`config.mk`:
```
export PLATFORM = sky130hd
export DESIGN_NAME = featureEvaluator
export DESIGN_NICKNAME = d
export VERILOG_FILES = /design/src/cascadePkg.sv /design/src/windowPkg.sv /design/src/cascadeSequencer.sv /design/src/classifierScore.sv /design/src/featureEvaluator.sv /design/src/rectAreaUnit.sv /design/src/stageAccumulator.sv
export VERILOG_INCLUDE_DIRS = /design/src
export SDC_FILE = /design/constraint.sdc
export NUM_CORES = 2
export LEC_CHECK = 0
export ABC_CLOCK_PERIOD_IN_PS = 8800
export BUFFER_PORTS_ARGS = -buffer_cell sky130_fd_sc_hd__buf_2
export CORE_MARGIN = 2
export CORE_UTILIZATION = 30
export DETAILED_ROUTE_END_ITERATION = 16
export PLACE_DENSITY = 0.55
export SKIP_CTS_REPAIR_TIMING = 1
export SYNTH_ARGS = -nofsm -noshare
export SYNTH_HDL_FRONTEND = slang
export SYNTH_SLANG_ARGS = --single-unit
```
`constraint.sdc`:
```
create_clock -name clk -period 8.8 [get_ports clk]
set_input_delay 2.64 -clock clk [delete_from_list [all_inputs] [get_ports clk]]
set_output_delay 2.64 -clock clk [all_outputs]
set_load 0.005 [all_outputs]
```
`src/featureEval_config.svh`:
```
`ifndef FEATURE_EVAL_CONFIG_SVH
`define FEATURE_EVAL_CONFIG_SVH

// one cascade memory word, also the width of weights, alphas and thresholds
`define CASCADE_WORD 16

// fraction bits of the fixed-point weights, thresholds and varFactor
`define FRAC_BITS 8

// one window coordinate, 32x32 window
`define COORD_BITS 5

// integral image value
`define INTEGRAL_BITS 18

// memory address widths
`define FEATURE_ADDR_BITS 8
`define CASCADE_ADDR_BITS 9

// signed classifier and stage accumulators
`define SUM_BITS 32

`endif

```
`src/cascadePkg.sv`:
```
`include "featureEval_config.svh"

package cascadePkg;

  // signed cascade value, weights, alphas and stage thresholds
  typedef logic signed [`CASCADE_WORD-1:0] fixedT;

  // classifier word, top bit says the feature has a third rectangle
  typedef struct packed {
    logic                           threeRects;
    logic signed [`CASCADE_WORD-2:0] threshold;
  } classifierFieldsT;

  // one cascade word, read either as a plain value or as a classifier header
  typedef union packed {
    fixedT            value;
    classifierFieldsT classifier;
  } classifierWordT;

  typedef enum logic [4:0] {
    stIdle,
    stPrime,
    stNumStages,
    stClassCount,
    stStageThresh,
    stClassWord,
    stWeight1,
    stWeight2,
    stWeight3,
    stAlpha1,
    stAlpha2,
    stRectGo,
    stRectWait,
    stScore,
    stScoreWait,
    stStageEnd,
    stStageWait,
    stDone
  } seqStateT;

endpackage

```
`src/windowPkg.sv`:
```
`include "featureEval_config.svh"

package windowPkg;

  // one coordinate inside the detection window
  typedef logic [`COORD_BITS-1:0] coordT;

  // feature memory word, y in the upper half and x in the lower half
  typedef logic [2*`COORD_BITS-1:0] cornerT;

  // unsigned integral image value
  typedef logic [`INTEGRAL_BITS-1:0] integralT;

  // rectangle area, one extra bit for the signed corner sums
  typedef logic signed [`INTEGRAL_BITS:0] areaT;

endpackage
```
`src/cascadeSequencer.sv`:
```
`include "featureEval_config.svh"

module cascadeSequencer (
  input  logic                          clk,
  input  logic                          arstN,
  input  logic                          start,
  input  cascadePkg::classifierWordT    cascadeQ,
  input  logic                          rectDone,
  input  logic                          stagePass,
  input  logic                          stageResult,
  input  logic                          alphaValid,
  output logic [`CASCADE_ADDR_BITS-1:0] cascadeAddr,
  output logic                          ready,
  output logic                          done,
  output logic                          passFail,
  output logic                          evalStart,
  output logic                          rectStart,
  output logic                          weightLoad,
  output cascadePkg::fixedT             weight,
  output logic                          classifierEnd,
  output cascadePkg::fixedT             classThreshold,
  output cascadePkg::fixedT             alphaLow,
  output cascadePkg::fixedT             alphaHigh,
  output logic                          stageEnd,
  output cascadePkg::fixedT             stageThreshold
);

  cascadePkg::seqStateT     state;
  cascadePkg::seqStateT     nextState;
  logic [`CASCADE_WORD-1:0] stagesLeft;
  logic [`CASCADE_WORD-1:0] classLeft;
  logic [1:0]               rectIdx;
  logic                     threeRects;
  logic                     lastRect;
  logic                     addrAdvance;
  logic                     passReg;
  cascadePkg::fixedT        weight1;
  cascadePkg::fixedT        weight2;
  cascadePkg::fixedT        weight3;

  assign lastRect = threeRects ? (rectIdx == 2'd2) : (rectIdx == 2'd1);

  // address steps on each edge into a fetch state and holds while scoring
  // so the next header word already sits on cascadeQ when fetching resumes
  assign addrAdvance = nextState inside {cascadePkg::stNumStages, cascadePkg::stClassCount,
                                         cascadePkg::stStageThresh, cascadePkg::stClassWord,
                                         cascadePkg::stWeight1, cascadePkg::stWeight2,
                                         cascadePkg::stWeight3, cascadePkg::stAlpha1,
                                         cascadePkg::stAlpha2};

  always_comb begin
    nextState = state;
    case (state)
      cascadePkg::stIdle:        if (start) nextState = cascadePkg::stPrime;
      cascadePkg::stPrime:       nextState = cascadePkg::stNumStages;
      cascadePkg::stNumStages:   nextState = cascadePkg::stClassCount;
      cascadePkg::stClassCount:  nextState = cascadePkg::stStageThresh;
      cascadePkg::stStageThresh: nextState = cascadePkg::stClassWord;
      cascadePkg::stClassWord:   nextState = cascadePkg::stWeight1;
      cascadePkg::stWeight1:     nextState = cascadePkg::stWeight2;
      cascadePkg::stWeight2: begin
        nextState = threeRects ? cascadePkg::stWeight3 : cascadePkg::stAlpha1;
      end
      cascadePkg::stWeight3:     nextState = cascadePkg::stAlpha1;
      cascadePkg::stAlpha1:      nextState = cascadePkg::stAlpha2;
      cascadePkg::stAlpha2:      nextState = cascadePkg::stRectGo;
      cascadePkg::stRectGo:      nextState = cascadePkg::stRectWait;
      cascadePkg::stRectWait: begin
        if (rectDone) nextState = lastRect ? cascadePkg::stScore : cascadePkg::stRectGo;
      end
      cascadePkg::stScore:       nextState = cascadePkg::stScoreWait;
      cascadePkg::stScoreWait: begin
        if (alphaValid) begin
          nextState = (classLeft == 1) ? cascadePkg::stStageEnd : cascadePkg::stClassWord;
        end
      end
      cascadePkg::stStageEnd:    nextState = cascadePkg::stStageWait;
      cascadePkg::stStageWait: begin
        // first failing stage or the last passing one ends the run
        if (stageResult) begin
          if (!stagePass || stagesLeft == 1) nextState = cascadePkg::stDone;
          else nextState = cascadePkg::stClassCount;
        end
      end
      cascadePkg::stDone:        nextState = cascadePkg::stIdle;
      default:                   nextState = cascadePkg::stIdle;
    endcase
  end

  always_ff @(posedge clk or negedge arstN) begin
    if (!arstN) begin
      state       <= cascadePkg::stIdle;
      cascadeAddr <= '0;
      stagesLeft  <= '0;
      classLeft   <= '0;
      rectIdx     <= '0;
      threeRects  <= 1'b0;
      passReg     <= 1'b0;
    end else begin
      state <= nextState;
      if (state == cascadePkg::stIdle) cascadeAddr <= '0;
      else if (addrAdvance) cascadeAddr <= cascadeAddr + 1'b1;
      case (state)
        cascadePkg::stNumStages:  stagesLeft <= $unsigned(cascadeQ.value);
        cascadePkg::stClassCount: classLeft <= $unsigned(cascadeQ.value);
        cascadePkg::stClassWord:  threeRects <= cascadeQ.classifier.threeRects;
        cascadePkg::stAlpha2:     rectIdx <= '0;
        cascadePkg::stRectWait: begin
          if (rectDone && !lastRect) rectIdx <= rectIdx + 1'b1;
        end
        cascadePkg::stScoreWait: begin
          if (alphaValid && classLeft != 1) classLeft <= classLeft - 1'b1;
        end
        cascadePkg::stStageWait: begin
          if (stageResult) begin
            passReg <= stagePass;
            if (stagePass) stagesLeft <= stagesLeft - 1'b1;
          end
        end
        default: ;
      endcase
    end
  end

  // cascade parameters in layout order
  always_ff @(posedge clk) begin
    case (state)
      cascadePkg::stStageThresh: stageThreshold <= cascadeQ.value;
      cascadePkg::stClassWord: begin
        classThreshold <= cascadePkg::fixedT'(cascadeQ.classifier.threshold);
      end
      cascadePkg::stWeight1:     weight1 <= cascadeQ.value;
      cascadePkg::stWeight2:     weight2 <= cascadeQ.value;
      cascadePkg::stWeight3:     weight3 <= cascadeQ.value;
      cascadePkg::stAlpha1:      alphaLow <= cascadeQ.value;
      cascadePkg::stAlpha2:      alphaHigh <= cascadeQ.value;
      default: ;
    endcase
  end

  always_comb begin
    case (rectIdx)
      2'd0:    weight = weight1;
      2'd1:    weight = weight2;
      default: weight = weight3;
    endcase
  end

  assign ready         = (state == cascadePkg::stIdle);
  assign evalStart     = ready && start;
  assign done          = (state == cascadePkg::stDone);
  assign passFail      = done && passReg;
  assign rectStart     = (state == cascadePkg::stRectGo);
  // area is valid in the rectDone cycle
  assign weightLoad    = (state == cascadePkg::stRectWait) && rectDone;
  assign classifierEnd = (state == cascadePkg::stScore);
  assign stageEnd      = (state == cascadePkg::stStageEnd);

endmodule

```
`src/classifierScore.sv`:
```
`include "featureEval_config.svh"

module classifierScore (
  input  logic              clk,
  input  logic              arstN,
  input  logic              evalStart,
  input  logic              weightLoad,
  input  logic              classifierEnd,
  input  cascadePkg::fixedT weight,
  input  cascadePkg::fixedT classThreshold,
  input  cascadePkg::fixedT alphaLow,
  input  cascadePkg::fixedT alphaHigh,
  input  cascadePkg::fixedT varFactor,
  input  windowPkg::areaT   area,
  output logic              alphaValid,
  output cascadePkg::fixedT alpha
);

  cascadePkg::fixedT                        factor;
  logic signed [`CASCADE_WORD+`INTEGRAL_BITS:0] product;
  logic signed [2*`CASCADE_WORD-1:0]        threshProduct;
  logic signed [`SUM_BITS-1:0]              scaled;
  logic signed [`SUM_BITS-1:0]              normThreshold;
  logic signed [`SUM_BITS-1:0]              sum;

  assign product       = weight * area;
  assign scaled        = `SUM_BITS'(product >>> `FRAC_BITS);
  // threshold scaled by the window's variance normalization
  assign threshProduct = classThreshold * factor;
  assign normThreshold = `SUM_BITS'(threshProduct >>> `FRAC_BITS);

  // factor is taken once per evaluation, together with start
  always_ff @(posedge clk) begin
    if (evalStart) factor <= varFactor;
  end

  always_ff @(posedge clk or negedge arstN) begin
    if (!arstN) begin
      sum        <= '0;
      alphaValid <= 1'b0;
    end else begin
      alphaValid <= classifierEnd && !evalStart;
      if (evalStart || classifierEnd) sum <= '0;
      else if (weightLoad) sum <= sum + scaled;
    end
  end

  always_ff @(posedge clk) begin
    if (classifierEnd) alpha <= (sum >= normThreshold) ? alphaHigh : alphaLow;
  end

endmodule

```
`src/featureEvaluator.sv`:
```
`include "featureEval_config.svh"

module featureEvaluator (
  input  logic                          clk,
  input  logic                          arstN,
  input  logic                          start,
  input  cascadePkg::fixedT             varFactor,
  output logic                          ready,
  output logic                          done,
  output logic                          passFail,
  output logic [`CASCADE_ADDR_BITS-1:0] cascadeAddr,
  input  cascadePkg::classifierWordT    cascadeQ,
  output logic [`FEATURE_ADDR_BITS-1:0] featureAddr,
  input  windowPkg::cornerT             featureQ,
  output windowPkg::coordT              windowX,
  output windowPkg::coordT              windowY,
  input  windowPkg::integralT           windowQ
);

  logic              evalStart;
  logic              rectStart;
  logic              rectDone;
  logic              weightLoad;
  logic              classifierEnd;
  logic              alphaValid;
  logic              stageEnd;
  logic              stageResult;
  logic              stagePass;
  cascadePkg::fixedT weight;
  cascadePkg::fixedT classThreshold;
  cascadePkg::fixedT alphaLow;
  cascadePkg::fixedT alphaHigh;
  cascadePkg::fixedT alpha;
  cascadePkg::fixedT stageThreshold;
  windowPkg::areaT   area;

  cascadeSequencer sequencer (
    .clk, .arstN, .start, .cascadeQ, .rectDone, .stagePass, .stageResult, .alphaValid,
    .cascadeAddr, .ready, .done, .passFail, .evalStart, .rectStart, .weightLoad,
    .weight, .classifierEnd, .classThreshold, .alphaLow, .alphaHigh, .stageEnd,
    .stageThreshold
  );

  rectAreaUnit rectArea (
    .clk, .arstN, .evalStart, .rectStart, .featureAddr, .featureQ,
    .windowX, .windowY, .windowQ, .rectDone, .area
  );

  classifierScore score (
    .clk, .arstN, .evalStart, .weightLoad, .classifierEnd, .weight, .classThreshold,
    .alphaLow, .alphaHigh, .varFactor, .area, .alphaValid, .alpha
  );

  stageAccumulator stageAcc (
    .clk, .arstN, .evalStart, .alphaValid, .stageEnd, .alpha, .stageThreshold,
    .stageResult, .stagePass
  );

endmodule

```
`src/rectAreaUnit.sv`:
```
`include "featureEval_config.svh"

module rectAreaUnit (
  input  logic                          clk,
  input  logic                          arstN,
  input  logic                          evalStart,
  input  logic                          rectStart,
  output logic [`FEATURE_ADDR_BITS-1:0] featureAddr,
  input  windowPkg::cornerT             featureQ,
  output windowPkg::coordT              windowX,
  output windowPkg::coordT              windowY,
  input  windowPkg::integralT           windowQ,
  output logic                          rectDone,
  output windowPkg::areaT               area
);

  // phase 1 is the cycle after rectStart, window data arrives in phases 2 to 5
  logic [2:0]      phase;
  windowPkg::areaT acc;
  windowPkg::areaT cornerVal;

  // returned corner goes straight to the window port
  assign windowX   = featureQ[`COORD_BITS-1:0];
  assign windowY   = featureQ[2*`COORD_BITS-1:`COORD_BITS];
  assign cornerVal = windowPkg::areaT'({1'b0, windowQ});

  always_ff @(posedge clk or negedge arstN) begin
    if (!arstN) begin
      phase       <= '0;
      featureAddr <= '0;
      rectDone    <= 1'b0;
    end else begin
      rectDone <= (phase == 3'd5);
      if (rectStart) phase <= 3'd1;
      else if (phase == 3'd5) phase <= '0;
      else if (phase != '0) phase <= phase + 1'b1;
      // one corner address per cycle, from rectStart up to phase 3
      if (evalStart) featureAddr <= '0;
      else if (rectStart || (phase != '0 && phase < 3'd4)) featureAddr <= featureAddr + 1'b1;
    end
  end

  // first minus second minus third plus fourth
  always_ff @(posedge clk) begin
    case (phase)
      3'd2:       acc <= cornerVal;
      3'd3, 3'd4: acc <= acc - cornerVal;
      3'd5:       area <= acc + cornerVal;
      default: ;
    endcase
  end

endmodule

```
`src/stageAccumulator.sv`:
```
`include "featureEval_config.svh"

module stageAccumulator (
  input  logic              clk,
  input  logic              arstN,
  input  logic              evalStart,
  input  logic              alphaValid,
  input  logic              stageEnd,
  input  cascadePkg::fixedT alpha,
  input  cascadePkg::fixedT stageThreshold,
  output logic              stageResult,
  output logic              stagePass
);

  logic signed [`SUM_BITS-1:0] stageSum;

  always_ff @(posedge clk or negedge arstN) begin
    if (!arstN) begin
      stageSum    <= '0;
      stageResult <= 1'b0;
      stagePass   <= 1'b0;
    end else begin
      stageResult <= stageEnd && !evalStart;
      if (evalStart) begin
        stageSum  <= '0;
        stagePass <= 1'b0;
      end else if (stageEnd) begin
        // compare, then start the next stage from zero
        stagePass <= (stageSum >= `SUM_BITS'(stageThreshold));
        stageSum  <= '0;
      end else if (alphaValid) begin
        stageSum <= stageSum + `SUM_BITS'(alpha);
      end
    end
  end

endmodule

```
; Word-level counts from Yosys, hierarchy flattened
; Index checks and enable logic that the tools add are counted.
; Widths: inputs -> output; s select.
[totals]
output_inout_bits = 30
in_bits = 63
ff_bits = 310
[classes]
n_eq_ne = 39
n_reduce_logical = 33
mul = 2
n_mux = 34
add_sub_neg = 10
n_lt_le_gt_ge = 3
[ops]
columns = op, count
row1 = $mux 32, 5
row2 = $pmux 16 s2, 3
row3 = $pmux 5 s17, 1
row4 = $mux 16, 4
row5 = $eq 5x4->1 const B, 11
row6 = $eq 5x3->1 const B, 8
row7 = $pmux 19 s2, 1
row8 = $mul 16x19->35, 1
row9 = $add 32x16->32, 1
row10 = $add 32x27->32, 1
row11 = $eq 16x1->1 const B, 2
row12 = $ge 32x16->1, 1
row13 = $ge 32x23->1, 1
row14 = $sub 16x1->16 const B, 2
row15 = $mul 15x16->31, 1
row16 = $mux 5, 5
row17 = $eq 5x2->1 const B, 4
row18 = $add 19x19->19, 1
row19 = $sub 19x19->19, 1
row20 = $mux 9, 2
row21 = $mux 8, 2
row22 = $ne 16x1->1 const B, 1
row23 = $reduce_bool 2->1, 8
row24 = $mux 3, 4
row25 = 26 further kinds, 50

; Depth between registers and ports, before layout
[depth]
word_depth = 9
mapped_depth = 43

; By module
; Synthesis repeated with hierarchy kept, for this count alone.
[hier_totals]
cells_unflattened = 4117
area_unflattened_um2 = 39394.0
[by_module_without_submodules]
columns = module, cells_per_inst, instances, area_per_inst_um2
row1 = classifierScore, 2682, 1, 24835.1
row2 = cascadeSequencer, 563, 1, 6910.4
row3 = rectAreaUnit, 434, 1, 3948.8
row4 = stageAccumulator, 438, 1, 3699.8

; Worst setup path after synthesis
; OpenSTA, ideal clock, no wires.
[synth_path]
kind = register to register
from = register sequencer.classThreshold[8]
to = register score.alpha[10], data pin
arrival_time_ps = 9118
stages_incl_launch_ff = 37
setup_time_ps = 260
path_slack_ps = -578
period_less_slack_ps = 9378
cell_sequence = edfxtp_1 clkbuf_1 nand2_1 fa_1 inv_1 fa_1 inv_1 fa_1 inv_1 fa_1 inv_1 fa_1 inv_1 fa_1 ha_1 or4_1 o221ai_1 a21oi_1 o31a_1 a21o_1 a41oi_1 a21oi_1 a21oi_1 xnor2_1 ha_1 a21o_1 a21o_1 a21oi_1 nor2b_1 o21ai_0 nand2b_1 a31oi_1 nand3_1 o21bai_1 a31oi_1 clkbuf_1 mux2_2
[synth_between]
elab_chain_cells = 3
[synth_lines]
columns = item, line_no
row1 = "start, declared", cascadeSequencer.sv:21  ; output cascadePkg::fixedT classThreshold,
row2 = "start signal, assigned", cascadeSequencer.sv:130  ; classThreshold <= cascadePkg::fixedT'(cascadeQ.classifier.threshold);
row3 = $mul 15x16->31, classifierScore.sv:29  ; assign threshProduct = classThreshold * factor;
row4 = $ge 32x23->1, classifierScore.sv:49  ; if (classifierEnd) alpha <= (sum >= normThreshold) ? alphaHigh : alphaLow;
row5 = $mux 16, classifierScore.sv:49
row6 = "end signal, assigned", classifierScore.sv:49
row7 = "end, declared", classifierScore.sv:16  ; output cascadePkg::fixedT alpha
; No other way between the ends.
; A chain may end at the register's enable or synchronous reset.

; Final worst setup path
[layout_path]
from = register sequencer.rectIdx[0]
to = register score.sum[31]
[layout_between]
elab_chain_cells = 6
elab_cells_between_ends = 7
classes_between = add/sub (1) / mul (1) / eq/ne (1) / mux (3) / reduce/logical (1)
[layout_lines]
columns = item, line_no
row1 = "start, declared", cascadeSequencer.sv:32  ; logic [1:0] rectIdx;
row2 = "start signal, assigned", cascadeSequencer.sv:109  ; if (rectDone && !lastRect) rectIdx <= rectIdx + 1'b1;
row3 = $eq 2x1->1 / $logic_not 2->1 (equally long branches), cascadeSequencer.sv:142  ; case (rectIdx)
row4 = $pmux 16 s2 *, cascadeSequencer.sv:142
row5 = $mul 16x19->35 *, classifierScore.sv:26  ; assign product = weight * area;
row6 = $add 32x27->32 *, classifierScore.sv:44  ; else if (weightLoad) sum <= sum + scaled;
row7 = $mux 32 *, classifierScore.sv:44
row8 = $mux 32 *, classifierScore.sv:43  ; if (evalStart || classifierEnd) sum <= '0;
row9 = "end signal, assigned", classifierScore.sv:44
row10 = "end, declared", classifierScore.sv:24  ; logic signed [`SUM_BITS-1:0] sum;
; Mark *: on every way between the ends. The rest lies on a longest branch, timed or not. The select of a mux whose other input is x is not followed.

==> flow_summary.ini <==
[run_status]
status = finished, violations left
violations = setup timing

[clock_network]
cts.sinks = 310
clock_latency_ps = 640
clk_pin_slew_ps = 60
tritoncts = built
cts_buffers = 40
h-tree-depth = 2
clockRootBuffer = clkbuf_16
cts_buffer_depth = 3

[timing]
finClkSkew_ps = 73.4
period_needed_ps = 8830
finalMaxSlewViolations = 0
relSlewSlack = 0.151
timing.hold.ws_ps = 489
rsz0062_at_grt = yes
setup_ws_ps = -30.8
max_freq_mhz = 113
hold_viol_final = 0
worst_slew_pin_slew_ps = 1270
setup_violations = 10
fin_crit_sh = 1.00

[floorplanning]
start_util = 0.303
rows = 129
pin_count = 93
die_x_um = 358
die_y_um = 358
dieArea_sq_um = 128000
coreArea_sq_um = 124000

[worst_setup_path]
worst_setup_path_end_kind = flop
crit_arrival_ps = 9350
cpPeakStageDelay_ps = 540
required_ps = 9320
cp_max_fo = 5
slowest_stage = fa_1
crit_type = reg -> reg
start_kind = flop

[synth]
syn_area_per_cell_sq_um = 9.70
ys.flop_type = edfxtp_1
yosysUniqueCellTypes = 76
synth_edf_count = 181
synth.net_count = 4811
synthArstFlopShare = 0.416
post_synth_and_or_nand_nor_area_fraction = 0.141
yosys.area_share.adder = 0.401
synth_compound_area_frac = 0.0947
synthCells = 3870
synth_top_family_by_area = adder cells
synth_seq_area_share = 0.231
synthMuxAreaShare = 0.0126
ys_ff_latch = 310
synth_area_sq_um = 37500
yosys_warnings = 0
synth_xor_area_frac = 0.0352

[routing]
viasPerCell = 4.69
postRouteAntennaNets = 0
drt_iter0_drc = 1734
wl_per_cell_um = 16.8
drc_errors = 0
first_pass_iters = 5
vias = 27801
wl_um = 99600

[final_layout]
fillCellCount = 12490
syn_to_final_growth_pct = 20.7
fin_nets = 5201
drive_gt1_frac = 0.182

[place]
dp_hpwl_um = 77700
gp_congestion = 0.857
io_buffers = 72

[run]
cap_viol_max_count = 0

[global_routing]
grt_max_degree = 86
grt_pass1_vias = 28751
grt_antenna_before_repair = 1
overflow = 0
grt_usage = 0.157
grt_pass1_wl_um = 159000

[worst_hold_path]
hp-class = reg -> reg
[kinds of logic after synthesis]
family,count (synthesis)
buffers and inverters,835
DFF,310
and+or+nand+nor,1095
AOI/OAI and AO/OA,556
adders and majority gates,878
muxes,45
xor gates and xnor gates,151
[cells in the final DEF (no fill, tap or decap), drive strengths merged, types with 8 or more instances in the layout]
master	n
xor2	46
edfxtp	181
nand2b	49
a21oi	158
buf	470
fa	541
and2	155
o21bai	28
and3	13
or3	13
nor3	57
nor2	204
xnor2	105
a22o	8
nor4	13
a22oi	27
clkbuf	53
nor2b	97
a31oi	17
or2	18
a211oi	12
mux2i	26
a21o	54
mux2	19
o21a	28
nand3	30
dfrtp	129
nand2	391
o21ai	152
nand4	32
clkinv	15
inv	714
ha	337
[registers in the layout, summed over array words and instances, names as in the netlist, 3 cells and up]
name and count:
sequencer.weight1 16, stageAcc.stageSum 32, sequencer.weight2 16, rectArea.featureAddr 8, sequencer.alphaLow 16, score.alpha 16, score.sum 32, rectArea.area 19
rectArea.acc 19, sequencer.stagesLeft 16, score.factor 16, sequencer.classThreshold 15, sequencer.classLeft 16, sequencer.alphaHigh 16, sequencer.weight3 16, rectArea.phase 3
sequencer.stageThreshold 16, sequencer.cascadeAddr 9, sequencer.state 5
[critical path: cells and delay by family (launching register included)]
family / cells / cell delay, ps
AOI/OAI and AO/OA: 13 / 2460
adders and majority gates: 9 / 3720
buffers and inverters: 10 / 980
DFF: 1 / 400
and+or+nand+nor: 5 / 770
xor gates and xnor gates: 2 / 430
[cells in the mapped netlist (all sizes together) (8+ instances only)]
| cell type | n | area share |
|---|---|---|
| fa | 541 | 0.29 |
| nor4 | 13 | 0.0022 |
| a21oi | 158 | 0.021 |
| o21a | 28 | 0.0056 |
| a22o | 8 | 0.0019 |
| a31oi | 17 | 0.0028 |
| nor2 | 204 | 0.020 |
| nor2b | 97 | 0.016 |
| ha | 337 | 0.11 |
| inv | 707 | 0.071 |
| a211oi | 12 | 0.0024 |
| nand4 | 32 | 0.0053 |
| mux2i | 26 | 0.0069 |
| or3 | 13 | 0.0022 |
| nand2 | 391 | 0.039 |
| nor3 | 57 | 0.0076 |
| clkbuf | 109 | 0.011 |
| xnor2 | 105 | 0.024 |
| a21o | 54 | 0.011 |
| edfxtp | 181 | 0.14 |
| buf | 18 | 0.0031 |
| mux2 | 19 | 0.0057 |
| nand3 | 30 | 0.0040 |
| xor2 | 46 | 0.011 |
| and3 | 13 | 0.0022 |
| dfrtp | 129 | 0.086 |
| a22oi | 27 | 0.0054 |
| and2 | 155 | 0.026 |
| o21ai | 152 | 0.020 |
| o21bai | 28 | 0.0057 |
| or2 | 18 | 0.0030 |
| nand2b | 49 | 0.0082 |
[worst paths after layout]
check | startpoint | endpoint | slack [ps] | cells past startpoint
min reg2reg | sequencer.stagesLeft[15] | sequencer.stagesLeft[15] | 490 | 2
min | sequencer.stagesLeft[15] | sequencer.stagesLeft[15] | 490 | 2
max reg2reg | sequencer.rectIdx[0] | score.sum[31] | -30 | 39
max in group asynchronous | arstN | score.sum[25] | 5460 | 2
min in group asynchronous | arstN | sequencer.cascadeAddr[4] | 2120 | 1
max | sequencer.rectIdx[0] | score.sum[31] | -30 | 39
[metal layers]
layer | vias up | track usage | share of wire
li1 | 13193 | - | -
met2 | 551 | 0.267 | 0.49
met4 | 0 | 0.0364 | 0.022
met5 | - | 0 | 0
met1 | 13939 | 0.212 | 0.45
met3 | 118 | 0.0202 | 0.046
[stage by stage]
stage	area (sq um)	utilization	TNS, ps	worst slack, ps	std cells
floorplan	37600	-	0	3.68	3870
global placement	42200	0.340	-5960	-437	5787
detailed placement	42200	0.340	-7210	-473	5787
CTS	43600	0.352	-8570	-477	5861
global route	45300	0.366	-10410	-569	5929
finish	45300	0.366	-212	-30.8	5930
[cell type report]
class	instances	area, sq um	share of cell area
Multi-Input combinational cell	2725	26700	0.590
Clock inverter	26	330	0.00729
Tap cell	1637	2050	0.0452
Clock buffer	48	1060	0.0234
Inverter	708	2660	0.0587
Antenna cell	1	2.50	0.0000552
Timing Repair Buffer	475	3830	0.0845
Sequential cell	310	8660	0.191
Power is not shown: default switching activity piles up to over one toggle a cycle in this logic, so the estimate is an artifact.
